`src/apb_bridge_pkg.sv`:
```
package apb_bridge_pkg;

    // bus widths
    localparam int apb_aw = 32;
    localparam int apb_dw = 32;
    localparam int apb_sw = apb_dw / 8;

    // address map
    localparam logic [apb_aw-1:0] reg_base = 32'h0000_0000;
    localparam logic [apb_aw-1:0] reg_win  = 32'h0000_0100;
    localparam logic [apb_aw-1:0] mem_base = 32'h0000_1000;

    localparam int mem_words = 16;
    localparam int mem_iw    = $clog2(mem_words);
    localparam logic [apb_aw-1:0] mem_win = apb_aw'(mem_words * apb_sw);

    localparam logic [apb_dw-1:0] bridge_id = 32'h4150_4201;

    // toggle edges ignored right after reset
    localparam int ignore_cycles = 8;
    localparam int ignore_cw     = $clog2(ignore_cycles + 1);

    typedef enum logic [1:0] {
        region_reg,
        region_mem,
        region_none
    } apb_region_e;

    typedef enum logic [2:0] {
        reg_id       = 3'd0,
        reg_scratch0 = 3'd1,
        reg_scratch1 = 3'd2,
        reg_scratch2 = 3'd3,
        reg_scratch3 = 3'd4,
        reg_scratch4 = 3'd5,
        reg_secure0  = 3'd6,
        reg_secure1  = 3'd7
    } reg_idx_e;

endpackage

```
`src/apb_intf.sv`:
```
`timescale 1ns/1ps

interface apb_intf;
    import apb_bridge_pkg::*;

    logic              psel;
    logic              penable;
    logic [apb_aw-1:0] paddr;
    logic              pwrite;
    logic [apb_sw-1:0] pstrb;
    logic [2:0]        pprot;
    logic [apb_dw-1:0] pwdata;
    logic [apb_dw-1:0] prdata;
    logic              pready;
    logic              pslverr;

    modport master (
        output psel,
        output penable,
        output paddr,
        output pwrite,
        output pstrb,
        output pprot,
        output pwdata,
        input  prdata,
        input  pready,
        input  pslverr
    );

    modport slave (
        input  psel,
        input  penable,
        input  paddr,
        input  pwrite,
        input  pstrb,
        input  pprot,
        input  pwdata,
        output prdata,
        output pready,
        output pslverr
    );

endinterface

```
`src/apb_rx.sv`:
```
`timescale 1ns/1ps

module apb_rx (
    input  logic                              rx_clk,
    input  logic                              rx_rstn,

    input  logic                              tx_tog,
    input  logic [apb_bridge_pkg::apb_aw-1:0] tx_mem_addr,
    input  logic                              tx_mem_write,
    input  logic [apb_bridge_pkg::apb_dw-1:0] tx_mem_wdata,
    input  logic [6:0]                        tx_mem_prot,
    input  logic                              tx_mem_secen,
    output logic                              rx_tog,
    output logic [apb_bridge_pkg::apb_dw-1:0] rx_mem_rdata,
    output logic                              rx_mem_slverr,

    apb_intf.master                           m_apb_intf
);
    import apb_bridge_pkg::*;

    logic                 tog_s1;
    logic                 tog_s2;
    logic                 tog_s3;
    logic [ignore_cw-1:0] ignore_cnt;
    logic                 ignore_tog;
    logic                 rec;
    logic                 rec_dly;
    logic                 done;

    logic [apb_aw-1:0]    req_addr;
    logic                 req_write;
    logic [apb_dw-1:0]    req_wdata;
    logic [2:0]           req_prot;
    logic                 req_secen;

    assign ignore_tog = |ignore_cnt;
    assign rec        = (tog_s2 ^ tog_s3) & ~ignore_tog;
    assign done       = m_apb_intf.penable & m_apb_intf.pready;

    // counts down once after reset, then sticks at zero
    always_ff @(posedge rx_clk or negedge rx_rstn) begin
        if (!rx_rstn) begin
            ignore_cnt <= ignore_cw'(ignore_cycles);
        end else if (ignore_tog) begin
            ignore_cnt <= ignore_cnt - 1'b1;
        end
    end

    always_ff @(posedge rx_clk or negedge rx_rstn) begin
        if (!rx_rstn) begin
            tog_s1 <= 1'b0;
            tog_s2 <= 1'b0;
            tog_s3 <= 1'b0;
        end else begin
            tog_s1 <= tx_tog;
            tog_s2 <= tog_s1;
            tog_s3 <= tog_s2;
        end
    end

    // fields are stable by the time the edge gets through the synchroniser
    always_ff @(posedge rx_clk) begin
        if (rec) begin
            req_addr  <= tx_mem_addr;
            req_write <= tx_mem_write;
            req_wdata <= tx_mem_wdata;
            req_prot  <= tx_mem_prot[2:0];
            req_secen <= tx_mem_secen;
        end
    end

    always_ff @(posedge rx_clk or negedge rx_rstn) begin
        if (!rx_rstn) begin
            rec_dly <= 1'b0;
        end else begin
            rec_dly <= rec;
        end
    end

    // setup then access, held while pready is low
    always_ff @(posedge rx_clk or negedge rx_rstn) begin
        if (!rx_rstn) begin
            m_apb_intf.psel    <= 1'b0;
            m_apb_intf.penable <= 1'b0;
        end else if (rec_dly) begin
            m_apb_intf.psel    <= 1'b1;
        end else if (done) begin
            m_apb_intf.psel    <= 1'b0;
            m_apb_intf.penable <= 1'b0;
        end else if (m_apb_intf.psel) begin
            m_apb_intf.penable <= 1'b1;
        end
    end

    // no secen means bit 1 forced low, i.e. secure
    always_ff @(posedge rx_clk or negedge rx_rstn) begin
        if (!rx_rstn) begin
            m_apb_intf.paddr  <= '0;
            m_apb_intf.pwrite <= 1'b0;
            m_apb_intf.pstrb  <= '0;
            m_apb_intf.pprot  <= '0;
            m_apb_intf.pwdata <= '0;
        end else if (rec_dly) begin
            m_apb_intf.paddr  <= req_addr;
            m_apb_intf.pwrite <= req_write;
            m_apb_intf.pstrb  <= '1;
            m_apb_intf.pprot  <= req_prot & {1'b1, req_secen, 1'b1};
            m_apb_intf.pwdata <= req_wdata;
        end
    end

    always_ff @(posedge rx_clk or negedge rx_rstn) begin
        if (!rx_rstn) begin
            rx_tog        <= 1'b0;
            rx_mem_rdata  <= '0;
            rx_mem_slverr <= 1'b0;
        end else if (done) begin
            rx_tog        <= ~rx_tog;
            rx_mem_rdata  <= m_apb_intf.prdata;
            rx_mem_slverr <= m_apb_intf.pslverr;
        end
    end

endmodule

```
`src/apb_fabric.sv`:
```
`timescale 1ns/1ps

module apb_fabric (
    input  logic    rx_clk,
    input  logic    rx_rstn,
    apb_intf.slave  m_apb,
    apb_intf.master s_reg,
    apb_intf.master s_mem
);
    import apb_bridge_pkg::*;

    apb_region_e region_d;
    apb_region_e region_q;
    apb_region_e region;

    // unsigned offset compare covers both window bounds
    always_comb begin
        if ((m_apb.paddr - reg_base) < reg_win) begin
            region_d = region_reg;
        end else if ((m_apb.paddr - mem_base) < mem_win) begin
            region_d = region_mem;
        end else begin
            region_d = region_none;
        end
    end

    // latched in setup, held through access
    always_ff @(posedge rx_clk or negedge rx_rstn) begin
        if (!rx_rstn) begin
            region_q <= region_none;
        end else if (m_apb.psel && !m_apb.penable) begin
            region_q <= region_d;
        end
    end

    assign region = m_apb.penable ? region_q : region_d;

    assign s_reg.psel    = m_apb.psel && (region == region_reg);
    assign s_reg.penable = m_apb.penable;
    assign s_reg.paddr   = m_apb.paddr;
    assign s_reg.pwrite  = m_apb.pwrite;
    assign s_reg.pstrb   = m_apb.pstrb;
    assign s_reg.pprot   = m_apb.pprot;
    assign s_reg.pwdata  = m_apb.pwdata;

    assign s_mem.psel    = m_apb.psel && (region == region_mem);
    assign s_mem.penable = m_apb.penable;
    assign s_mem.paddr   = m_apb.paddr;
    assign s_mem.pwrite  = m_apb.pwrite;
    assign s_mem.pstrb   = m_apb.pstrb;
    assign s_mem.pprot   = m_apb.pprot;
    assign s_mem.pwdata  = m_apb.pwdata;

    always_comb begin
        case (region)
            region_reg: begin
                m_apb.pready  = s_reg.pready;
                m_apb.prdata  = s_reg.prdata;
                m_apb.pslverr = s_reg.pslverr;
            end
            region_mem: begin
                m_apb.pready  = s_mem.pready;
                m_apb.prdata  = s_mem.prdata;
                m_apb.pslverr = s_mem.pslverr;
            end
            default: begin
                // default responder for unmapped space
                m_apb.pready  = 1'b1;
                m_apb.prdata  = '0;
                m_apb.pslverr = 1'b1;
            end
        endcase
    end

endmodule

```
`src/apb_reg_bank.sv`:
```
`timescale 1ns/1ps

module apb_reg_bank (
    input  logic   rx_clk,
    input  logic   rx_rstn,
    apb_intf.slave apb
);
    import apb_bridge_pkg::*;

    // reg_id is a constant, no storage
    logic [apb_dw-1:0] regs [reg_scratch0:reg_secure1];

    reg_idx_e idx;
    logic     access;
    logic     is_secure;
    logic     ro_write;
    logic     deny;
    logic     wr_en;

    assign idx       = reg_idx_e'(apb.paddr[4:2]);
    assign access    = apb.psel && apb.penable;
    assign is_secure = (idx == reg_secure0) || (idx == reg_secure1);
    assign ro_write  = (idx == reg_id) && apb.pwrite;

    // pprot[1] high means non-secure access
    assign deny  = ro_write || (is_secure && apb.pprot[1]);
    assign wr_en = access && apb.pwrite && !deny;

    assign apb.pready  = 1'b1;
    assign apb.pslverr = apb.psel && deny;

    always_comb begin
        if (idx == reg_id) begin
            apb.prdata = bridge_id;
        end else if (deny) begin
            apb.prdata = '0;
        end else begin
            apb.prdata = regs[idx];
        end
    end

    always_ff @(posedge rx_clk or negedge rx_rstn) begin
        if (!rx_rstn) begin
            for (int i = reg_scratch0; i <= reg_secure1; i++) begin
                regs[i] <= '0;
            end
        end else if (wr_en) begin
            regs[idx] <= apb.pwdata;
        end
    end

endmodule

```
`src/apb_sram.sv`:
```
`timescale 1ns/1ps

module apb_sram (
    input  logic   rx_clk,
    input  logic   rx_rstn,
    apb_intf.slave apb
);
    import apb_bridge_pkg::*;

    logic [apb_dw-1:0] mem [mem_words];
    logic [mem_iw-1:0] idx;
    logic              access;
    logic              wait_done;

    assign idx    = apb.paddr[mem_iw+1:2];
    assign access = apb.psel && apb.penable;

    // low in first access cycle, high in the second
    always_ff @(posedge rx_clk or negedge rx_rstn) begin
        if (!rx_rstn) begin
            wait_done <= 1'b0;
        end else begin
            wait_done <= access && !wait_done;
        end
    end

    assign apb.pready  = wait_done;
    assign apb.pslverr = 1'b0;
    assign apb.prdata  = mem[idx];

    // write lands on the completing edge
    always_ff @(posedge rx_clk) begin
        if (access && wait_done && apb.pwrite) begin
            mem[idx] <= apb.pwdata;
        end
    end

endmodule

```
`src/apb_bridge_top.sv`:
```
`timescale 1ns/1ps

module apb_bridge_top (
    input  logic                              rx_clk,
    input  logic                              rx_rstn,

    input  logic                              tx_tog,
    input  logic [apb_bridge_pkg::apb_aw-1:0] tx_mem_addr,
    input  logic                              tx_mem_write,
    input  logic [apb_bridge_pkg::apb_dw-1:0] tx_mem_wdata,
    input  logic [6:0]                        tx_mem_prot,
    input  logic                              tx_mem_secen,
    output logic                              rx_tog,
    output logic [apb_bridge_pkg::apb_dw-1:0] rx_mem_rdata,
    output logic                              rx_mem_slverr
);

    apb_intf m_apb ();
    apb_intf s_reg ();
    apb_intf s_mem ();

    apb_rx u_apb_rx (
        .rx_clk        (rx_clk),
        .rx_rstn       (rx_rstn),
        .tx_tog        (tx_tog),
        .tx_mem_addr   (tx_mem_addr),
        .tx_mem_write  (tx_mem_write),
        .tx_mem_wdata  (tx_mem_wdata),
        .tx_mem_prot   (tx_mem_prot),
        .tx_mem_secen  (tx_mem_secen),
        .rx_tog        (rx_tog),
        .rx_mem_rdata  (rx_mem_rdata),
        .rx_mem_slverr (rx_mem_slverr),
        .m_apb_intf    (m_apb.master)
    );

    apb_fabric u_apb_fabric (
        .rx_clk  (rx_clk),
        .rx_rstn (rx_rstn),
        .m_apb   (m_apb.slave),
        .s_reg   (s_reg.master),
        .s_mem   (s_mem.master)
    );

    apb_reg_bank u_apb_reg_bank (
        .rx_clk  (rx_clk),
        .rx_rstn (rx_rstn),
        .apb     (s_reg.slave)
    );

    apb_sram u_apb_sram (
        .rx_clk  (rx_clk),
        .rx_rstn (rx_rstn),
        .apb     (s_mem.slave)
    );

endmodule

```
`config.mk`:
```
export PLATFORM = sky130hd
export DESIGN_NAME = apb_bridge_top
export DESIGN_NICKNAME = d
export VERILOG_FILES = /design/src/apb_bridge_pkg.sv /design/src/apb_intf.sv /design/src/apb_rx.sv /design/src/apb_fabric.sv /design/src/apb_reg_bank.sv /design/src/apb_sram.sv /design/src/apb_bridge_top.sv
export SDC_FILE = /design/constraint.sdc
export NUM_CORES = 1
export LEC_CHECK = 0
export BUFFER_PORTS_ARGS = -buffer_cell sky130_fd_sc_hd__buf_2
export CAP_MARGIN = 30
export CELL_PAD_IN_SITES_DETAIL_PLACEMENT = 1
export CELL_PAD_IN_SITES_GLOBAL_PLACEMENT = 2
export CORE_ASPECT_RATIO = 0.7
export CORE_MARGIN = 4
export CORE_UTILIZATION = 48
export DETAILED_ROUTE_END_ITERATION = 12
export PLACE_DENSITY_LB_ADDON = 0.1
export SYNTH_ARGS = -nofsm -noshare
export SYNTH_HDL_FRONTEND = slang
export SYNTH_SLANG_ARGS = --single-unit
```
`constraint.sdc`:
```
create_clock -name rx_clk -period 4.6 [get_ports rx_clk]
set_clock_uncertainty 0.1 [all_clocks]
set_input_delay 0.46 -clock rx_clk [delete_from_list [all_inputs] [get_ports rx_clk]]
set_output_delay 0.46 -clock rx_clk [all_outputs]
set_load 0.05 [all_outputs]
```
==> metrics.txt <==
LEAKAGE=15.92 nW; power density cells=approximately 450 mW/mm^2; Yosys reg bits=912; final hold viol count=0; # port buffers=101; die area=0.07934 mm^2; max-cap violations=0; r2r setup slk=1.33 ns; Total Wirelength=approximately 90000 um; post-CTS setup buffers=0; Core Region=between 0.07 and 0.08 mm^2; count leader, synth=edfxtp_1; largest net degree at the start of global routing=121; Skew-Pair Late Insertion Delay=0.66 ns; layout cells sized above 1=35.36%; CP Buf/Inv Count=2; critical-path cell list=inv_2 -> nand2_1 -> nor2_4 -> buf_4; DRT Pass-1 Iters=5; # hold bufs at CTS=67; Req. time, crit path=between 4 and 5 ns; Synth Cell Area=0.03592 mm^2; Slowest Stage Delay on Critical Path=around 0.65 ns; Setup CP Type=flip-flop to flip-flop; # diodes=0; Clock Sink Count=912; grt ovf=0; CP max-delay cell=dfrtp_2; Syn Area/Cell=between 15 and 20 um^2; Async SR Flop Fraction=between 30 and 40%; Synth warnings=0; Synth Net Count=1972; Slew @ Worst Pin=approximately 1.0 ns; clk slew on worst S/H paths=0.07 ns; crit path DAT=approximately 3.5 ns; relative slew slack=33.58%; CP delay by family, top=buffers and inverters; total power=18.74 mW; setup_tns=0 ns; DR WL/cell=28.70 um; Synth cell types=56; VDD IR max=0.0002734 V; CTS tree=done; period utilisation layout=71.04%; DRC viols=0; chip height=236.9 um; top cell type by total area after synthesis=edfxtp_1; Die W=335.0 um; top cell type's share of synthesized area=between 40% and 50%; Mapped Cells=1895; CTS root buf=clkbuf_16; vias per inst=5.994; final setup fails=0; row count=83; leading cell types by count after synthesis=edfxtp_1 (577), dfrtp_1 (333), mux2_2 (296); Starting Density=slightly below 50%; Layout area overhead=15.55%; Antenna Violating Nets Remaining=0; minimum clock period=~3.3 ns; ranking of synthesized cells by area=edfxtp_1 (48%), dfrtp_1 (23%), mux2_2 (9.3%); Nets=~2.2k; PostCTS Resize Cnt=0; CTS Buf Count=87; CP startpoint kind=flip-flop; H-tree depth=3; Ports=110; vias in the first global route=slightly above 20k; gpl congestion=roughly 0.75; unrepaired setup endpoints after global routing=false; Slew Viols, Final=0; kind of end point of the critical path=flip-flop; first-pass GRT wire length=135800 um; status=completed; critical-path maximum fanout=24; Synth Flop Type=edfxtp_1; EDFF count, synth=a little under 600; gr usage total=23.24%; Hold Crit Class=flip-flop to flip-flop; initial antenna violation count=0; clock buffer depth=3; post-synthesis sequential area ratio=71.58%; initial DRC count=1534; fmax=0.3060 GHz; DR vias=18.86k; Detailed Place HPWL=~52000 um
## state kept, by name, indices dropped and copies added, names as in the netlist, 2 cells and up
name	cells
u_apb_rx.m_apb_intf.pwdata	32
u_apb_rx.rx_mem_rdata	32
u_apb_rx.ignore_cnt	4
u_apb_fabric.region_q	2
u_apb_rx.req_wdata	32
u_apb_rx.m_apb_intf.paddr	30
u_apb_sram.mem	512
u_apb_reg_bank.regs	224
u_apb_rx.req_addr	30
## layout by cell type, fill, tap and decap left out, types with 14 or more instances in the layout
master	n
clkinv_2	18
o21ai_0	31
nor2_4	14
a21oi_1	22
mux4_2	136
edfxtp_1	577
buf_4	43
nand2_1	32
clkbuf_16	88
a211oi_1	17
o22ai_1	20
dlygate4sd3_1	67
nor2b_1	14
a22oi_1	37
buf_2	100
mux2i_1	91
clkbuf_1	21
dfrtp_1	328
a221o_1	27
mux2_2	296
## routing by layer
layer	GRT usage [%]	part of all wire (%)	wire length [um]
met5	0	0	0
met4	5.013	1.8	1619
met3	5.048	6.1	5499
met2	36.12	47	42040
met1	34.19	46	41140
## power by group
part	switching (mW)	internal, mW	leakage (nW)
combinational	0.994	0.806	4.75
sequential	0.526	9.14	9.74
clock	3.13	4.15	1.43
## cells by family (layout without fill, tap and decap cells)
| logic type | after synthesis | after routing | share of synthesized area, % |
|---|---|---|---|
| DFF | 912 | 912 | 71.58 |
| muxes | 536 | 536 | 20.75 |
| AOI/OAI and AO/OA | 204 | 204 | 4.163 |
| buffers and inverters | 125 | 399 | 1.707 |
| and+or+nand+nor | 114 | 114 | 1.690 |
| xor gates and xnor gates | 3 | 3 | 0.07316 |
| adders and majority gates | 1 | 1 | 0.03483 |
## metrics by stage
step / area (um^2) / util (%) / instances / hold slack (ns) / setup slack (ns)
final: 41500 / 56.29 / 3146 / 0.2494 / 1.332
after detailed placement: 37830 / 51.31 / 2912 / 0.2370 / 1.374
after CTS: 41390 / 56.14 / 3142 / 0.2513 / 1.347
after floorplan: 35920 / - / 1895 / 0.06441 / 0.3626
after global routing: 41500 / 56.29 / 3146 / 0.2660 / 1.203
after global placement: 37830 / 51.31 / 2912 / 0.2374 / 1.425
## final cells by class
class                   instances  area (um^2)
clock buffers                 122         2460
clock inverters                41        430.4
fillers                      6479        32230
inverters                       8        30.03
multi-input cells             858         9753
flip-flops and latches        912        25730
well taps                     977         1222
repair buffers                228         1879
## worst reg2reg max path: stages, from the launching register on
cell and delay (ns):
dfrtp_2 0.65, inv_2 0.63, nand2_1 0.43, nor2_4 0.45, buf_4 0.60
## worst paths after layout
path / endpoint / cells past startpoint / from
worst min register to register: u_apb_rx.tog_s2$_DFF_PN0_ / 0 / u_apb_rx.tog_s1$_DFF_PN0_
max in group asynchronous: u_apb_rx.rec_dly$_DFF_PN0_ / 3 / rx_rstn
worst max register to register: u_apb_sram.mem[10][29]$_DFFE_PP_ / 4 / u_apb_rx.m_apb_intf.paddr[4]$_DFFE_PN0P_
worst max-delay path: u_apb_sram.mem[10][29]$_DFFE_PP_ / 4 / u_apb_rx.m_apb_intf.paddr[4]$_DFFE_PN0P_
min in group asynchronous: u_apb_reg_bank.regs[1]$_DFFE_PN0P_ / 2 / rx_rstn
worst min-delay path: u_apb_rx.tog_s2$_DFF_PN0_ / 0 / u_apb_rx.tog_s1$_DFF_PN0_
Power figures use the tool's default switching activity.
